===== config.mk =====
export PLATFORM = sky130hd
export DESIGN_NAME = ecc_core_top
export DESIGN_NICKNAME = d
export VERILOG_FILES = /design/src/verilog/ecc_instr_pkg.sv /design/src/verilog/ecc_prog_pkg.sv /design/src/verilog/ecc_sequencer.sv /design/src/verilog/ecc_scalar_reg.sv /design/src/verilog/ecc_ctrl.sv /design/src/verilog/ecc_core_top.sv
export SDC_FILE = /design/constraint.sdc
export NUM_CORES = 1
export LEC_CHECK = 0
export ABC_AREA = 1
export BUFFER_PORTS_ARGS = -buffer_cell sky130_fd_sc_hd__clkbuf_2
export CORE_MARGIN = 2
export CORE_UTILIZATION = 50
export DETAILED_ROUTE_END_ITERATION = 6
export PLACE_DENSITY = 0.73
export SLEW_MARGIN = 10
export SYNTH_ARGS = -nofsm -noshare
export SYNTH_HDL_FRONTEND = slang
export SYNTH_SLANG_ARGS = --single-unit
export TNS_END_PERCENT = 100

===== constraint.sdc =====
create_clock -name clk -period 3.8 [get_ports clk]
set_input_delay 0.38 -clock clk [delete_from_list [all_inputs] [get_ports clk]]
set_output_delay 0.38 -clock clk [all_outputs]
set_load 0.03 [all_outputs]

===== src/verilog/ecc_instr_pkg.sv =====
/*
 * ECC instruction word definitions
 * Field layout, typedefs and ALU opcode codes of the issued instruction
 */
`default_nettype none

package ecc_instr_pkg;

    localparam int INSTR_W = 24;

    typedef logic [INSTR_W-1:0] instr_t;
    typedef logic [7:0]         addr_field_t;
    typedef logic [2:0]         alu_op_t;

    // Bit positions inside an instruction word
    localparam int STALL_BIT  = 23;
    localparam int MODQ_BIT   = 21;   // 0 selects mod p, 1 mod q
    localparam int OP_LSB     = 18;   // Opcode in 20..18
    localparam int WR_A_BIT   = 17;
    localparam int WR_B_BIT   = 16;
    localparam int ADDR_A_LSB = 8;
    localparam int ADDR_B_LSB = 0;

    // Codes seen by the arithmetic units
    localparam alu_op_t ALU_ADD = 3'b000;
    localparam alu_op_t ALU_SUB = 3'b001;
    localparam alu_op_t ALU_RED = 3'b010;
    localparam alu_op_t ALU_MUL = 3'b100;

    // Address prefix of the two point slots, bit 2 picks the slot
    localparam logic [4:0] SLOT_REGION = 5'b00001;

endpackage

`default_nettype wire


===== src/verilog/ecc_prog_pkg.sv =====
/*
 * ECC microprogram definitions
 * Program addresses, micro-op codes and the command encoding
 */
`default_nettype none

package ecc_prog_pkg;

    localparam int PROG_ADDR_W = 6;

    typedef logic [PROG_ADDR_W-1:0] prog_addr_t;
    typedef logic [7:0]             uop_t;
    typedef logic [9:0]             mont_cnt_t;

    typedef enum logic [2:0] {
        CMD_IDLE   = 3'd0,
        CMD_KEYGEN = 3'd1,
        CMD_SIGN   = 3'd2,
        CMD_VERIFY = 3'd3
    } ecc_cmd_e;

    // Microprogram map -------------------------------
    localparam prog_addr_t NOP       = 6'd0;
    localparam prog_addr_t PM_INIT_S = 6'd1;
    localparam prog_addr_t PM_INIT_E = 6'd4;
    localparam prog_addr_t PA_S      = 6'd5;   // Point add
    localparam prog_addr_t PA_E      = 6'd14;
    localparam prog_addr_t PD_S      = 6'd15;  // Point double
    localparam prog_addr_t PD_E      = 6'd24;
    localparam prog_addr_t INV_S     = 6'd25;
    localparam prog_addr_t INV_E     = 6'd32;
    localparam prog_addr_t CONV_S    = 6'd33;
    localparam prog_addr_t CONV_E    = 6'd38;
    localparam prog_addr_t SIGN_S    = 6'd39;
    localparam prog_addr_t SIGN_E    = 6'd46;

    // Micro-ops, the upper byte of a program line ----
    localparam uop_t UOP_NOP      = 8'h00;
    localparam uop_t UOP_WR_B     = 8'h01;
    localparam uop_t UOP_WR_A     = 8'h02;
    localparam uop_t UOP_RED_p    = 8'h04;
    localparam uop_t UOP_DO_ADD_p = 8'h08;
    localparam uop_t UOP_DO_SUB_p = 8'h0C;
    localparam uop_t UOP_DO_MUL_p = 8'h10;
    localparam uop_t UOP_RED_q    = 8'h24;
    localparam uop_t UOP_DO_ADD_q = 8'h28;
    localparam uop_t UOP_DO_SUB_q = 8'h2C;
    localparam uop_t UOP_DO_MUL_q = 8'h30;
    localparam uop_t UOP_STALL    = 8'h80;  // Count in low byte

endpackage

`default_nettype wire


===== src/verilog/ecc_sequencer.sv =====
/*
 * ECC microprogram ROM
 * Case-coded program lines with a registered read
 */
`default_nettype none

module ecc_sequencer
    import ecc_instr_pkg::*;
    import ecc_prog_pkg::*;
(
    input  wire        clk,
    input  prog_addr_t addr_i,
    output instr_t     line_o
);

    // Slot addresses 0x08..0x0B all keep bit 2 clear
    always_ff @(posedge clk) begin
        case (addr_i)
            NOP       : line_o <= {UOP_NOP, 8'h00, 8'h00};

            // Ladder init --------------------------------
            PM_INIT_S : line_o <= {UOP_DO_ADD_p, 8'h10, 8'h11};
            6'd2      : line_o <= {UOP_WR_A, 8'h08, 8'h00};
            6'd3      : line_o <= {UOP_DO_MUL_p, 8'h12, 8'h13};
            PM_INIT_E : line_o <= {UOP_WR_B, 8'h00, 8'h0A};

            // Point add ----------------------------------
            PA_S      : line_o <= {UOP_DO_SUB_p, 8'h08, 8'h0A};
            6'd6      : line_o <= {UOP_WR_A, 8'h14, 8'h00};
            6'd7      : line_o <= {UOP_DO_MUL_p, 8'h09, 8'h0B};
            6'd8      : line_o <= {UOP_STALL, 8'h00, 8'h03};
            6'd9      : line_o <= {UOP_WR_B, 8'h00, 8'h15};
            6'd10     : line_o <= {UOP_DO_ADD_p, 8'h14, 8'h15};
            6'd11     : line_o <= {UOP_RED_p, 8'h16, 8'h00};
            6'd12     : line_o <= {UOP_WR_A, 8'h0A, 8'h00};
            6'd13     : line_o <= {UOP_DO_SUB_p, 8'h16, 8'h14};
            PA_E      : line_o <= {UOP_WR_B, 8'h00, 8'h0B};

            // Point double -------------------------------
            PD_S      : line_o <= {UOP_DO_ADD_p, 8'h08, 8'h09};
            6'd16     : line_o <= {UOP_WR_A, 8'h17, 8'h00};
            6'd17     : line_o <= {UOP_DO_MUL_p, 8'h17, 8'h17};
            6'd18     : line_o <= {UOP_STALL, 8'h00, 8'h03};
            6'd19     : line_o <= {UOP_WR_B, 8'h00, 8'h18};
            6'd20     : line_o <= {UOP_DO_SUB_p, 8'h18, 8'h0A};
            6'd21     : line_o <= {UOP_RED_p, 8'h19, 8'h00};
            6'd22     : line_o <= {UOP_WR_A, 8'h08, 8'h00};
            6'd23     : line_o <= {UOP_DO_ADD_p, 8'h19, 8'h0B};
            PD_E      : line_o <= {UOP_WR_B, 8'h00, 8'h09};

            // Inversion
            INV_S     : line_o <= {UOP_DO_MUL_p, 8'h09, 8'h09};
            6'd26     : line_o <= {UOP_WR_A, 8'h20, 8'h00};
            6'd27     : line_o <= {UOP_DO_MUL_p, 8'h20, 8'h09};
            6'd28     : line_o <= {UOP_WR_B, 8'h00, 8'h21};
            6'd29     : line_o <= {UOP_DO_SUB_p, 8'h21, 8'h20};
            6'd30     : line_o <= {UOP_RED_p, 8'h22, 8'h00};
            6'd31     : line_o <= {UOP_DO_MUL_p, 8'h22, 8'h21};
            INV_E     : line_o <= {UOP_WR_A, 8'h23, 8'h00};

            // Affine conversion
            CONV_S    : line_o <= {UOP_DO_MUL_p, 8'h08, 8'h23};
            6'd34     : line_o <= {UOP_WR_A, 8'h24, 8'h00};
            6'd35     : line_o <= {UOP_DO_ADD_p, 8'h24, 8'h25};
            6'd36     : line_o <= {UOP_RED_p, 8'h24, 8'h00};
            6'd37     : line_o <= {UOP_WR_B, 8'h00, 8'h25};
            CONV_E    : line_o <= {UOP_NOP, 8'h00, 8'h00};

            // Signing tail runs mod q --------------------
            SIGN_S    : line_o <= {UOP_DO_MUL_q, 8'h30, 8'h31};
            6'd40     : line_o <= {UOP_WR_A, 8'h32, 8'h00};
            6'd41     : line_o <= {UOP_DO_ADD_q, 8'h32, 8'h24};
            6'd42     : line_o <= {UOP_RED_q, 8'h33, 8'h00};
            6'd43     : line_o <= {UOP_DO_SUB_q, 8'h33, 8'h34};
            6'd44     : line_o <= {UOP_WR_B, 8'h00, 8'h35};
            6'd45     : line_o <= {UOP_DO_MUL_q, 8'h35, 8'h32};
            SIGN_E    : line_o <= {UOP_WR_A, 8'h36, 8'h00};

            default   : line_o <= '0;
        endcase
    end

endmodule

`default_nettype wire


===== src/verilog/ecc_scalar_reg.sv =====
/*
 * Scalar shift register
 * Hands out one scalar digit per request, most significant first
 */
`default_nettype none

module ecc_scalar_reg #(
    parameter int MONT_COUNT = 384
) (
    input  wire                  clk,
    input  wire                  reset_n,
    input  wire                  load_i,
    input  wire [MONT_COUNT-1:0] scalar_i,
    input  wire                  shift_i,
    output logic                 digit_o
);

    // One spare bit on top, the first request moves the MSB into it
    logic [MONT_COUNT:0] shift_q;

    always_ff @(posedge clk or negedge reset_n) begin
        if (!reset_n) begin
            shift_q <= '0;
        end else if (load_i) begin
            shift_q <= {1'b0, scalar_i};
        end else if (shift_i) begin
            shift_q <= {shift_q[MONT_COUNT-1:0], 1'b0};   // Zero fill
        end
    end

    assign digit_o = shift_q[MONT_COUNT];

endmodule

`default_nettype wire


===== src/verilog/ecc_ctrl.sv =====
/*
 * ECC microcode controller
 * Program counter FSM, stall and latency waits, line pipeline and decode
 */
`default_nettype none

module ecc_ctrl
    import ecc_instr_pkg::*;
    import ecc_prog_pkg::*;
#(
    parameter int MONT_COUNT = 384,
    parameter int MULT_DELAY = 38,
    parameter int ADD_DELAY  = 0
) (
    input  wire        clk,
    input  wire        reset_n,
    input  ecc_cmd_e   ecc_cmd_i,
    input  wire        digit_i,
    output prog_addr_t prog_addr_o,
    input  instr_t     prog_line_i,
    output instr_t     instr_o,
    output logic       req_digit_o,
    output logic       busy_o
);

    prog_addr_t prog_cntr;
    prog_addr_t line_addr;      // Address of the line now at the ROM output
    mont_cnt_t  mont_cntr;
    logic [7:0] stall_cntr;
    logic [7:0] delay_cntr;
    logic       stalled;
    logic       delayed;
    logic       hold;
    logic       start_hold;
    logic       advance;
    logic       delay_op;
    logic       mul_op;
    logic       in_ladder;
    instr_t     prog_line_pipe1;
    instr_t     prog_line_pipe2;
    logic       swap_pipe1;
    logic       swap_pipe2;

    assign prog_addr_o = prog_cntr;
    assign busy_o      = (prog_cntr != NOP);

    always_comb begin
        case (uop_t'(prog_line_i[INSTR_W-1 -: 8]))
            UOP_DO_ADD_p, UOP_DO_SUB_p,
            UOP_DO_ADD_q, UOP_DO_SUB_q : begin delay_op = 1'b1; mul_op = 1'b0; end
            UOP_DO_MUL_p, UOP_DO_MUL_q : begin delay_op = 1'b1; mul_op = 1'b1; end
            default                    : begin delay_op = 1'b0; mul_op = 1'b0; end
        endcase
    end

    assign hold       = stalled | delayed;
    assign start_hold = ~hold & (prog_line_i[STALL_BIT] | delay_op);
    assign advance    = hold ? (stalled ? (stall_cntr == 8'd0) : (delay_cntr == 8'd0))
                             : ~start_hold;

    // Stall and latency waits ------------------------
    always_ff @(posedge clk or negedge reset_n) begin
        if (!reset_n) begin
            stalled    <= 1'b0;
            delayed    <= 1'b0;
            stall_cntr <= '0;
            delay_cntr <= '0;
        end else if (stalled) begin
            if (stall_cntr != 8'd0) stall_cntr <= stall_cntr - 8'd1;
            else                    stalled    <= 1'b0;
        end else if (delayed) begin
            if (delay_cntr != 8'd0) delay_cntr <= delay_cntr - 8'd1;
            else                    delayed    <= 1'b0;
        end else if (prog_line_i[STALL_BIT]) begin
            stalled    <= 1'b1;
            stall_cntr <= prog_line_i[7:0];
        end else if (delay_op) begin
            delayed    <= 1'b1;
            delay_cntr <= mul_op ? 8'(MULT_DELAY) : 8'(ADD_DELAY);
        end
    end

    // Program counter FSM ----------------------------
    always_ff @(posedge clk or negedge reset_n) begin
        if (!reset_n) begin
            prog_cntr   <= NOP;
            mont_cntr   <= '0;
            req_digit_o <= 1'b0;
        end else begin
            req_digit_o <= 1'b0;    // Pulse only
            if (advance) begin
                case (prog_cntr)
                    NOP : begin
                        case (ecc_cmd_i)
                            CMD_KEYGEN, CMD_SIGN : begin
                                mont_cntr <= mont_cnt_t'(MONT_COUNT);
                                prog_cntr <= PM_INIT_S;
                            end
                            CMD_IDLE, CMD_VERIFY : prog_cntr <= NOP;   // Verify ignored
                            default              : prog_cntr <= NOP;
                        endcase
                    end
                    PM_INIT_E : begin
                        mont_cntr   <= mont_cntr - 1'b1;
                        req_digit_o <= 1'b1;
                        prog_cntr   <= PA_S;
                    end
                    PA_E : prog_cntr <= PD_S;
                    PD_E : begin
                        if (mont_cntr == '0) begin
                            prog_cntr <= INV_S;             // Ladder done
                        end else begin
                            mont_cntr   <= mont_cntr - 1'b1;
                            req_digit_o <= 1'b1;
                            prog_cntr   <= PA_S;
                        end
                    end
                    INV_E  : prog_cntr <= CONV_S;
                    CONV_E : prog_cntr <= (ecc_cmd_i == CMD_SIGN) ? SIGN_S : NOP;
                    SIGN_E : prog_cntr <= NOP;
                    default: prog_cntr <= prog_cntr + 1'b1;
                endcase
            end
        end
    end

    // Line pipeline, each line carries its own swap bit
    assign in_ladder = (line_addr >= PA_S) && (line_addr <= PD_E);

    always_ff @(posedge clk) begin
        line_addr <= prog_cntr;     // Tracks the ROM read
        if (!hold) begin
            prog_line_pipe1 <= prog_line_i;
            swap_pipe1      <= in_ladder & digit_i;
            prog_line_pipe2 <= prog_line_pipe1;
            swap_pipe2      <= swap_pipe1;
        end
    end

    function automatic alu_op_t xlate_op(input logic [2:0] rom_op);
        case (rom_op)
            3'b001  : xlate_op = ALU_RED;
            3'b011  : xlate_op = ALU_SUB;
            3'b100  : xlate_op = ALU_MUL;
            default : xlate_op = ALU_ADD;   // NOP and ADD
        endcase
    endfunction

    function automatic addr_field_t swap_slot(input addr_field_t addr, input logic swap);
        if (addr[7:3] == SLOT_REGION) swap_slot = {addr[7:3], addr[2] ^ swap, addr[1:0]};
        else                          swap_slot = addr;
    endfunction

    // Decode and output register
    always_ff @(posedge clk or negedge reset_n) begin
        if (!reset_n) begin
            instr_o <= '0;
        end else if (hold || prog_line_pipe2[STALL_BIT]) begin
            instr_o <= '0;          // Bubble
        end else begin
            instr_o <= {2'b00,
                        prog_line_pipe2[MODQ_BIT],
                        xlate_op(prog_line_pipe2[OP_LSB +: 3]),
                        prog_line_pipe2[WR_A_BIT],
                        prog_line_pipe2[WR_B_BIT],
                        swap_slot(prog_line_pipe2[ADDR_A_LSB +: 8], swap_pipe2),
                        swap_slot(prog_line_pipe2[ADDR_B_LSB +: 8], swap_pipe2)};
        end
    end

endmodule

`default_nettype wire


===== src/verilog/ecc_core_top.sv =====
/*
 * ECC control core
 * Controller, microprogram ROM and scalar register
 */
`default_nettype none

module ecc_core_top
    import ecc_instr_pkg::*;
    import ecc_prog_pkg::*;
#(
    parameter int MONT_COUNT = 384,
    parameter int MULT_DELAY = 38,
    parameter int ADD_DELAY  = 0
) (
    input  wire                  clk,
    input  wire                  reset_n,
    input  ecc_cmd_e             ecc_cmd_i,
    input  wire                  scalar_load_i,
    input  wire [MONT_COUNT-1:0] scalar_i,
    output instr_t               instr_o,
    output logic                 busy_o
);

    prog_addr_t prog_addr;
    instr_t     prog_line;
    logic       req_digit;
    logic       digit;

    ecc_ctrl #(
        .MONT_COUNT (MONT_COUNT),
        .MULT_DELAY (MULT_DELAY),
        .ADD_DELAY  (ADD_DELAY)
    ) i_ecc_ctrl (
        .clk         (clk),
        .reset_n     (reset_n),
        .ecc_cmd_i   (ecc_cmd_i),
        .digit_i     (digit),
        .prog_addr_o (prog_addr),
        .prog_line_i (prog_line),
        .instr_o     (instr_o),
        .req_digit_o (req_digit),
        .busy_o      (busy_o)
    );

    ecc_sequencer i_ecc_sequencer (
        .clk    (clk),
        .addr_i (prog_addr),
        .line_o (prog_line)
    );

    ecc_scalar_reg #(
        .MONT_COUNT (MONT_COUNT)
    ) i_ecc_scalar_reg (
        .clk      (clk),
        .reset_n  (reset_n),
        .load_i   (scalar_load_i),
        .scalar_i (scalar_i),
        .shift_i  (req_digit),
        .digit_o  (digit)
    );

endmodule

`default_nettype wire


==> Word level (Yosys, flattened, before mapping) <==
Memory sizes are Yosys's and may differ from the RTL's. A register that Yosys moved wholly into a read port is not among the register bits.
Index checks and enable logic that the tools add are counted.
{ "totals": {"input_bits": 390, "mem_bits_ro": 1216, "output_inout_bits": 25, "regBits": 522, "memories": 1, "word_cells": 112} }
{ "classes": {"n_reduce_logical": 19, "mux": 37, "eq_ne": 25, "add_sub_neg": 4, "n_bitwise": 9, "magnitude_cmp": 2} }
{ "mem_list": {"columns": ["memory", "words", "width", "read_ports", "rd_ports_with_merged_regs", "write_ports", "line_no", "text"], "rows": [
  ["(no name shown)", 64, 19, 1, 1, 0, "ecc_sequencer.sv:18", "case (addr_i)"]
]} }
{ "ops": {"columns": ["op", "n"], "rows": [
  ["$mux 385", 2],
  ["$mux 8", 8],
  ["$pmux 6 s7", 1],
  ["$pmux 10 s3", 1],
  ["$eq 8x6->1 const B", 3],
  ["$mux 22", 1],
  ["$mux 10", 2],
  ["$eq 6x6->1 const B", 3],
  ["$eq 8x4->1 const B", 2],
  ["$logic_not 8->1", 2],
  ["$reduce_bool 8->1", 2],
  ["$sub 8x1->8 const B", 2],
  ["$mux 1", 15],
  ["$mux 6", 2],
  ["$eq 5x1->1 const B", 2],
  ["$logic_not 10->1", 1],
  ["$ne 2x2->1 const B", 5],
  ["$sub 10x1->10 const B", 1],
  ["$pmux 3 s3", 1],
  ["$eq 8x5->1 const B", 1],
  ["$reduce_and 4->1", 2],
  ["$add 6x1->6 const B", 1],
  ["$eq 3x1->1 const B", 2],
  ["$eq 3x2->1 const B", 2],
  ["23 further kinds", 32]
]} }

==> Logic depth before layout (Yosys ltp) <==
Gate-level depths: netlist of run 1.
{ "depth": {"word_depth": 8, "ltp_mapped": 14} }

==> Modules after synthesis <==
Synthesis of run 1 repeated with hierarchy kept, for this count alone.
{ "hier_totals": {"cells_unflattened": 2854, "hier_area_um2": 23729.0} }
{ "modules_own_cells": {"columns": ["module", "area_each_um2", "n_inst", "seq_area_each_um2", "cells_each"], "rows": [
  ["ecc_scalar_reg", 17324.1, 1, 9634.2, 2095],
  ["ecc_ctrl", 4969.8, 1, 2987.9, 529],
  ["ecc_sequencer", 1435.1, 1, 380.4, 230]
]} }

==> Worst setup path after synthesis of run 1 <==
OpenSTA, ideal clock, no wires.
{ "synth_path": {"path_type": "register -> register", "from": "register i_ecc_ctrl.delayed", "to": "register i_ecc_ctrl.mont_cntr[4]", "arrival_time_ns": 2.530, "stages_incl_launch_ff": 9, "path_slack_ns": 1.153, "required_ns": 3.683, "path_buffers": 2, "period_less_slack_ns": 2.647, "setup_ns": 0.117, "cell_sequence": "dfrtp_1 buf_2 nor2_2 nand4_1 nand2_2 nand2_2 buf_6 nand2_1 nand2_1"} }
{ "synth_via": {"elab_chain_len": 6} }
{ "synth_lines": {"columns": ["element", "line_no", "text"], "rows": [
  ["start: declaration", "ecc_ctrl.sv:32", "logic delayed;"],
  ["start signal: assignment", "ecc_ctrl.sv:65", "delayed <= 1'b0;"],
  ["start signal: assignment", "ecc_ctrl.sv:73", "else delayed <= 1'b0;"],
  ["start signal: assignment", "ecc_ctrl.sv:78", "delayed <= 1'b1;"],
  ["$or 1x1->1 (*)", "ecc_ctrl.sv:56", "assign hold = stalled | delayed;"],
  ["$not 1->1", "ecc_ctrl.sv:57", "assign start_hold = ~hold & (prog_line_i[STALL_BIT] | delay_op);"],
  ["$and 1x1->1", "ecc_ctrl.sv:57", null],
  ["$not 1->1", "ecc_ctrl.sv:59", ": ~start_hold;"],
  ["$mux 1 (*)", "ecc_ctrl.sv:58", "assign advance = hold ? (stalled ? (stall_cntr == 8'd0) : (delay_cntr == 8'd0))"],
  ["$reduce_and 4->1 (no source line) (*)", null, null],
  ["end signal: assignment", "ecc_ctrl.sv:96", "mont_cntr <= mont_cnt_t'(MONT_COUNT);"],
  ["end signal: assignment", "ecc_ctrl.sv:104", "mont_cntr <= mont_cntr - 1'b1;"],
  ["end signal: assignment", "ecc_ctrl.sv:113", "mont_cntr <= mont_cntr - 1'b1;"],
  ["end: declaration", "ecc_ctrl.sv:28", "mont_cnt_t mont_cntr;"]
]} }
Every way passes the cells marked *; elsewhere a longest branch is shown, timed or not.
A chain may end at the register's enable or synchronous reset.

==> Worst setup path after layout of run 1 <==
{ "layout_path": {"from": "register i_ecc_ctrl.prog_cntr[0], in the netlist i_ecc_ctrl.prog_addr_o[0]", "to": "output port busy_o"} }
{ "layout_via": {"elab_chain_len": 1} }
{ "layout_lines": {"columns": ["element", "line_no", "text"], "rows": [
  ["start: declaration", "ecc_ctrl.sv:26", "prog_addr_t prog_cntr;"],
  ["start signal: assignment", "ecc_ctrl.sv:119", "CONV_E : prog_cntr <= (ecc_cmd_i == CMD_SIGN) ? SIGN_S : NOP;"],
  ["start signal: assignment", "ecc_ctrl.sv:121", "default: prog_cntr <= prog_cntr + 1'b1;"],
  ["$reduce_bool 6->1", "ecc_ctrl.sv:45", "assign busy_o = (prog_cntr != NOP);"],
  ["end: declaration", "ecc_core_top.sv:21", "output logic busy_o"]
]} }
Every way passes these cells.

==> impl_metrics.toml, run 1 <==
[placed_design]
place.gp.congestion = 0.8647
io_buffers = 408
post-dp-hpwl_mm = 37.73
post-place-ws_ns = 1.284
dpl_cell_area_mm2 = 0.02449
dp.cells = 3165

[worst_hold_path]
hold_path_startpoint = "scalar_i[23]"
hp-class = "in -> reg"
holdPathStages = 3
holdPathEnd = "i_ecc_scalar_reg.shift_q[23]"

[clock_network]
cts_max_level = 2
cts.sinks = 503
clk_pin_slew_ns = 0.06
clk_latency_ns = 0.58
cts_root_buf = "clkbuf_16"
cts_resized = 0
cts_setup_buffers = 0
numCtsBuffers = 52
clk_path_buf_depth = 3
holdBufCountCts = 133
cts_tree = "yes"

[drt]
drtAntennaViolNets = 0
route.vias.total = 18546
via_per_inst = 5.450
drcViolationCount = 0
drtIter0Drc = 1861
wl_per_cell_um = 16.98
first_pass_iters = 5
finalWirelength_mm = 57.78

[timing]
period_needed_ns = 2.731
fin_ws_ns = 1.069
final.setup.tns_ns = 0
finalSetupViolCount = 0
tightest_slew_ns = 0.9601
fmax_mhz = 366.2
relSlewSlack = 0.3599
rsz0062_at_grt = "false"
skew_ns = 0.01875
post-route-period-util = 0.7187
finalHoldWorstSlack_ns = 0.02368
slew_viol_final = 0
finalHoldViolCount = 0

[worst_setup_path]
path_cells = "inv_1 > ha_1 > nand2_1 > nor2_1 > inv_1 > clkbuf_2"
critical-path-max-stage-delay_ns = 0.55
cpLargestDelayFamily = "buffers and inverters"
worstSetupEndpointType = "primary output"
cp.arrival_ns = 2.35
cp_slowest_cell = "dfrtp_1"
crit_buf_inv = 3
rr_worst_depth = 11
r2r-end = "i_ecc_ctrl.prog_addr_o[1]"
crit_path_frequent_cell = "inv_1"
crit_type = "reg -> out"
startpoint_type = "register"
path_max_fanout = 11
reg2reg_from = "i_ecc_ctrl.prog_addr_o[0]"
rrSetupSlack_ns = 1.38
required_ns = 3.42

[synthesis]
yosys.area_share.adder = 0.007966
synth_warnings = 0
synth_top_area_frac = 0.4984
synthCells = 2292
ys_seq_area_frac = 0.5758
yosys.area_share.simple = 0.1242
ys_top_cells_by_area = "dfrtp_1 (50%), o221ai_1 (15%), nand2_1 (8.7%)"
asyncSetResetFlopFracSynth = 0.8708
yosysTopAreaCell = "dfrtp_1"
synth_ff_type = "dfrtp_1"
yosysMostFrequentCell = "nand2_1"
yosys_register_bits = 503
synth_area_mm2 = 0.02199
syn_avg_cell_area_um2 = 9.594
synth-xor-area-share = 0.005178
synth-edff-count = 40
synth_commonest_cells = "nand2_1 (510), inv_1 (455), dfrtp_1 (438), o221ai_1 (384), clkbuf_1 (73)"
ys_types = 46
synth_compound_area_frac = 0.1780
synth_top_family_by_area = "compound AO/OA/AOI/OAI gates"
synth_mux_area_frac = 0

[floorplanning]
die_width_um = 213.7
pin_count = 415
fp-row-count = 76
coreArea_mm2 = 0.04327
start_util = 0.5082
die_area_mm2 = 0.04567
fp.dieH_um = 213.7

[pwr]
p_leak_nw = 13.84
vdd_drop_max_mv = 0.4062
power_density_mw_per_mm2 = 448.5
p_sw_frac = 0.2319
power.internal_mw = 9.525
combPwrFrac = 0.099
total_power_mw = 12.40
power.clock.fraction = 0.429
p_sw_mw = 2.876
seq_power_share = 0.473

[layout]
nNetsFinal = 3171
stdcell_count = 3403
syn2layout_area_growth_pct = 25.75
drive_above_1_share = 0.1917
design_area_mm2 = 0.02765
final_util = 0.6391

[run_status]
status = "finished, final reports clean"

[grt]
grt_pass1_vias = 18886
overflow = 0
grt_pass1_wl_mm = 91.93
grt_start_max_net_pins = 198
antenna_found_initial = 13
grt_usage = 0.2498

[job]
maxCapViolCount = 0
==> worst min-delay path: cells and delay by family <==
kind	cells	cell delay [ns]
buffers and inverters	1	0.08
AND/OR/NAND/NOR	1	0.04
AO/OA/AOI/OAI	1	0.06
==> final cells by class <==
class / count / area [um^2]
Antenna cell: 12 / 30.03
Multi-Input combinational cell: 1184 / 6972
Inverter: 461 / 1730
Clock inverter: 17 / 249.0
Sequential cell: 503 / 12660
Timing Repair Buffer: 565 / 3724
Tap cell: 585 / 732.0
Clock buffer: 76 / 1554
Fill cell: 3441 / 15610
==> cells by family (layout without fill, tap and decap cells) <==
family | after synthesis | count (layout)
buffers and inverters | 610 | 1119
DFF | 503 | 503
xor gates and xnor gates | 13 | 13
AOI/OAI and AO/OA | 477 | 477
and+or+nand+nor | 674 | 674
other | 1 | 18
adders and majority gates | 14 | 14
==> state kept, by name, indices dropped and copies added, names as in the netlist <==
name                        cells
i_ecc_ctrl.swap_pipe2           1
i_ecc_ctrl.req_digit_o          1
i_ecc_ctrl.stalled              1
i_ecc_ctrl.line_addr            6
i_ecc_sequencer.line_o         19
i_ecc_ctrl.swap_pipe1           1
i_ecc_scalar_reg.shift_q      385
i_ecc_ctrl.prog_addr_o          6
i_ecc_ctrl.delay_cntr           8
i_ecc_ctrl.delayed              1
i_ecc_ctrl.prog_line_pipe2     19
i_ecc_ctrl.prog_line_pipe1     19
i_ecc_ctrl.stall_cntr           8
i_ecc_ctrl.instr_o             18
i_ecc_ctrl.mont_cntr           10
==> placed cells by master (no fill, tap or decap), types with 3 or more instances in the layout <==
master	count
clkbuf_2	406
ha_1	14
inv_1	455
nand3b_1	3
diode_2	12
dlygate4sd3_1	133
clkinv_2	7
dfrtp_1	438
nor3_1	6
nand2_1	509
nor2_1	69
inv_2	4
nor2_4	6
dfxtp_1	25
edfxtp_1	40
clkbuf_16	54
buf_12	12
nand3_1	54
clkbuf_1	10
bufinv_16	6
o211ai_1	8
a31oi_1	4
a21oi_1	16
o221ai_1	384
o2111ai_1	4
o21ai_0	40
nand2_2	4
o31ai_1	4
o21ai_1	5
buf_4	12
conb_1	6
clkbuf_8	12
xor2_1	12
nand4_1	12
==> per-layer routing <==
| layer | global-route usage | share of wire | vias up |
|---|---|---|---|
| li1 | - | - | 8728 |
| met5 | 0 | 0.00023 | - |
| met3 | 0.04672 | 0.058 | 163 |
| met1 | 0.3152 | 0.42 | 9030 |
| met2 | 0.4170 | 0.48 | 623 |
| met4 | 0.1195 | 0.041 | 2 |
==> power groups by stage <==
stage	logic (mW)	clock network [mW]	registers [mW]
global route	1.37	5.64	5.90
CTS	1.22	5.42	5.86
floorplan	0.626	0	5.93
global placement	1.06	0	5.95
finish	1.22	5.32	5.86
detailed placement	1.10	0	5.96
==> worst max path at each step <==
stage	from	endpoint	slack, ns	cells past startpoint
floorplan	i_ecc_ctrl.delayed	i_ecc_ctrl.mont_cntr[4]	1.15	8
CTS	i_ecc_ctrl.prog_addr_o[0]	busy_o	1.01	6
finish	i_ecc_ctrl.prog_addr_o[0]	busy_o	1.07	6
global route	i_ecc_ctrl.prog_addr_o[0]	busy_o	0.84	6
global placement	scalar_load_i	i_ecc_scalar_reg.shift_q[156]	1.33	5
detailed placement	scalar_load_i	i_ecc_scalar_reg.shift_q[150]	1.28	5
Note: power is estimated with default switching activity, not from simulation.
==> run 2: changes to the inputs <==
==> constraint.sdc (replaced) <==
create_clock -name clk -period 2.6 [get_ports clk]
set_input_delay 0.26 -clock clk [delete_from_list [all_inputs] [get_ports clk]]
set_output_delay 0.26 -clock clk [all_outputs]
set_load 0.03 [all_outputs]
==> run 2 against run 1 <==
Net effect: the run now ends with design-rule violations left; largest power group unchanged; non-clock buffer count increased by 268; design area increased by 9.5%; highest routed layer is now met4; die area unchanged; count of clock-buffer cells in the layout decreased by 7; global-route usage increased by 5.9 points.
==> impl_metrics.toml, run 2 (synthesis gave the netlist of run 1 again) <==
[run_status]
status = "finished with violations"
violations = "design-rule violations"

[worst_setup_path]
cp.arrival_ns = 2.09
cp_slowest_cell = "ha_1"
crit_buf_inv = 3
startpoint_type = "register"
path_cells = "inv_1 > ha_1 > nand2_1 > nor2_1 > inv_1 > clkbuf_2"
crit_path_frequent_cell = "inv_1"
worstSetupEndpointType = "primary output"
cpLargestDelayFamily = "buffers and inverters"
critical-path-max-stage-delay_ns = 0.39
path_max_fanout = 8
crit_type = "reg -> out"
required_ns = 2.34

[layout]
mostFrequentLayoutCells = "nand2_1 (509), inv_1 (455), dfrtp_1 (438)"
nNetsFinal = 3440
top_register = "i_ecc_scalar_reg.shift_q"
syn2layout_area_growth_pct = 37.67
fillers = 2882
layout_commonest_cell = "nand2_1"
drive_above_1_share = 0.1824
largest_reg_flops = 385

[grt]
met3_usage = 0.07777
grt_usage = 0.3084
busiest_layer = "met2"
antenna_found_initial = 17
overflow = 0
met2_usage = 0.5135
grt_start_max_net_pins = 205
grt.met1_usage = 0.3641
grt_pass1_vias = 21520
grt_pass1_wl_mm = 110.5

[clock_network]
cts_max_level = 2
clk_pin_slew_ns = 0.06
numCtsBuffers = 53
cts_tree = "yes"
cts_root_buf = "clkbuf_16"
clk_path_buf_depth = 3
cts_resized = 0
cts_setup_buffers = 0
holdBufCountCts = 385
cts.sinks = 503
clk_latency_ns = 0.60

[floorplanning]
fp.dieH_um = 213.7
fp-row-count = 76
pin_count = 415
start_util = 0.5082
coreArea_mm2 = 0.04327
die_area_mm2 = 0.04567
die_width_um = 213.7

[timing]
relSlewSlack = 0.3954
slew_viol_final = 0
period_needed_ns = 2.347
fmax_mhz = 426.1
rsz0062_at_grt = "false"
tightest_slew_ns = 0.9069
finalHoldViolCount = 0
finalSetupViolCount = 0
skew_ns = 0.02089
post-route-period-util = 0.9027
final.setup.tns_ns = 0

[worst_hold_path]
hp-class = "in -> reg"

[drt]
wl_per_cell_um = 19.20
route.vias.total = 20718
drtAntennaViolNets = 0
via_per_inst = 5.627
drcViolationCount = 3
finalWirelength_mm = 70.70
first_pass_iters = 7
drtIter0Drc = 2358

[placed_design]
post-dp-hpwl_mm = 39.27
place.gp.congestion = 0.8802
io_buffers = 408

[pwr]
power_density_mw_per_mm2 = 610.2
total_power_mw = 18.47
p_leak_nw = 14.96
vdd_drop_max_mv = 0.4556

[job]
maxCapViolCount = 0
==> run 2: cell types whose count changed in the layout (fill, tap and decap cells not counted), sizes merged <==
cell         previous run  this run
buf                    26        42
bufinv                  6         3
clkbuf                482       475
clkinv                 11        18
diode                  12        21
dlygate4sd3           133       385
inv                   460       465
==> run 2: layout make-up <==
| class | count | area, um^2 | share of cell area |
|---|---|---|---|
| Sequential cell | 503 | 12660 | 0.4182 |
| Multi-Input combinational cell | 1184 | 6972 | 0.2303 |
| Timing Repair Buffer | 833 | 6354 | 0.2099 |
| Inverter | 461 | 1730 | 0.05716 |
| Clock buffer | 69 | 1519 | 0.05017 |
| Tap cell | 585 | 732.0 | 0.02418 |
| Clock inverter | 26 | 252.7 | 0.008348 |
| Antenna cell | 21 | 52.55 | 0.001736 |
==> run 2: per-layer routing <==
layer	routed length, um	part of all wire	vias to the layer above
met2	34250	0.48	1066
met4	4584	0.065	0
met5	0	0	-
met3	4989	0.071	388
li1	-	-	9283
met1	26880	0.38	9981
==> run 2: final timing paths <==
path,start,to,cells after the start,slack [ns]
worst min register to register,i_ecc_sequencer.line_o[21],i_ecc_ctrl.prog_line_pipe1[21],0,0.41
min in group asynchronous,reset_n,i_ecc_scalar_reg.shift_q[302],2,0.21
max in group asynchronous,reset_n,i_ecc_scalar_reg.shift_q[204],3,1.47
worst max register to register,i_ecc_ctrl.stalled,i_ecc_ctrl.instr_o[2],5,0.48
worst min-delay path,scalar_load_i,i_ecc_scalar_reg.shift_q[250],3,0.11
worst max-delay path,i_ecc_ctrl.prog_addr_o[0],busy_o,6,0.25
==> run 2: worst register-to-register path, delay by kind of cell, from the launching register on <==
kind	cells	cell delay, ns
buffers and inverters	1	0.44
DFF	1	0.55
AOI/OAI and AO/OA	2	0.40
and+or+nand+nor	2	0.68
==> run 2: where the power goes <==
group / internal (mW) / switching [mW]
clock network: 4.44 / 3.21
logic: 1.02 / 1.21
registers: 8.43 / 0.165
total: 13.9 / 4.58
==> run 2: per-stage QoR <==
step	std cells	hold WS [ns]	area (um^2)	setup WS [ns]	util
global placement	3181	0.2782	24600	0.5220	0.5685
floorplan	2297	-0.03559	22010	0.4824	-
CTS	3661	0.07184	30220	0.2270	0.6985
detailed placement	3181	0.2855	24600	0.4889	0.5685
global route	3677	0.09000	30260	0.04146	0.6994
finish	3682	0.1106	30270	0.2530	0.6997
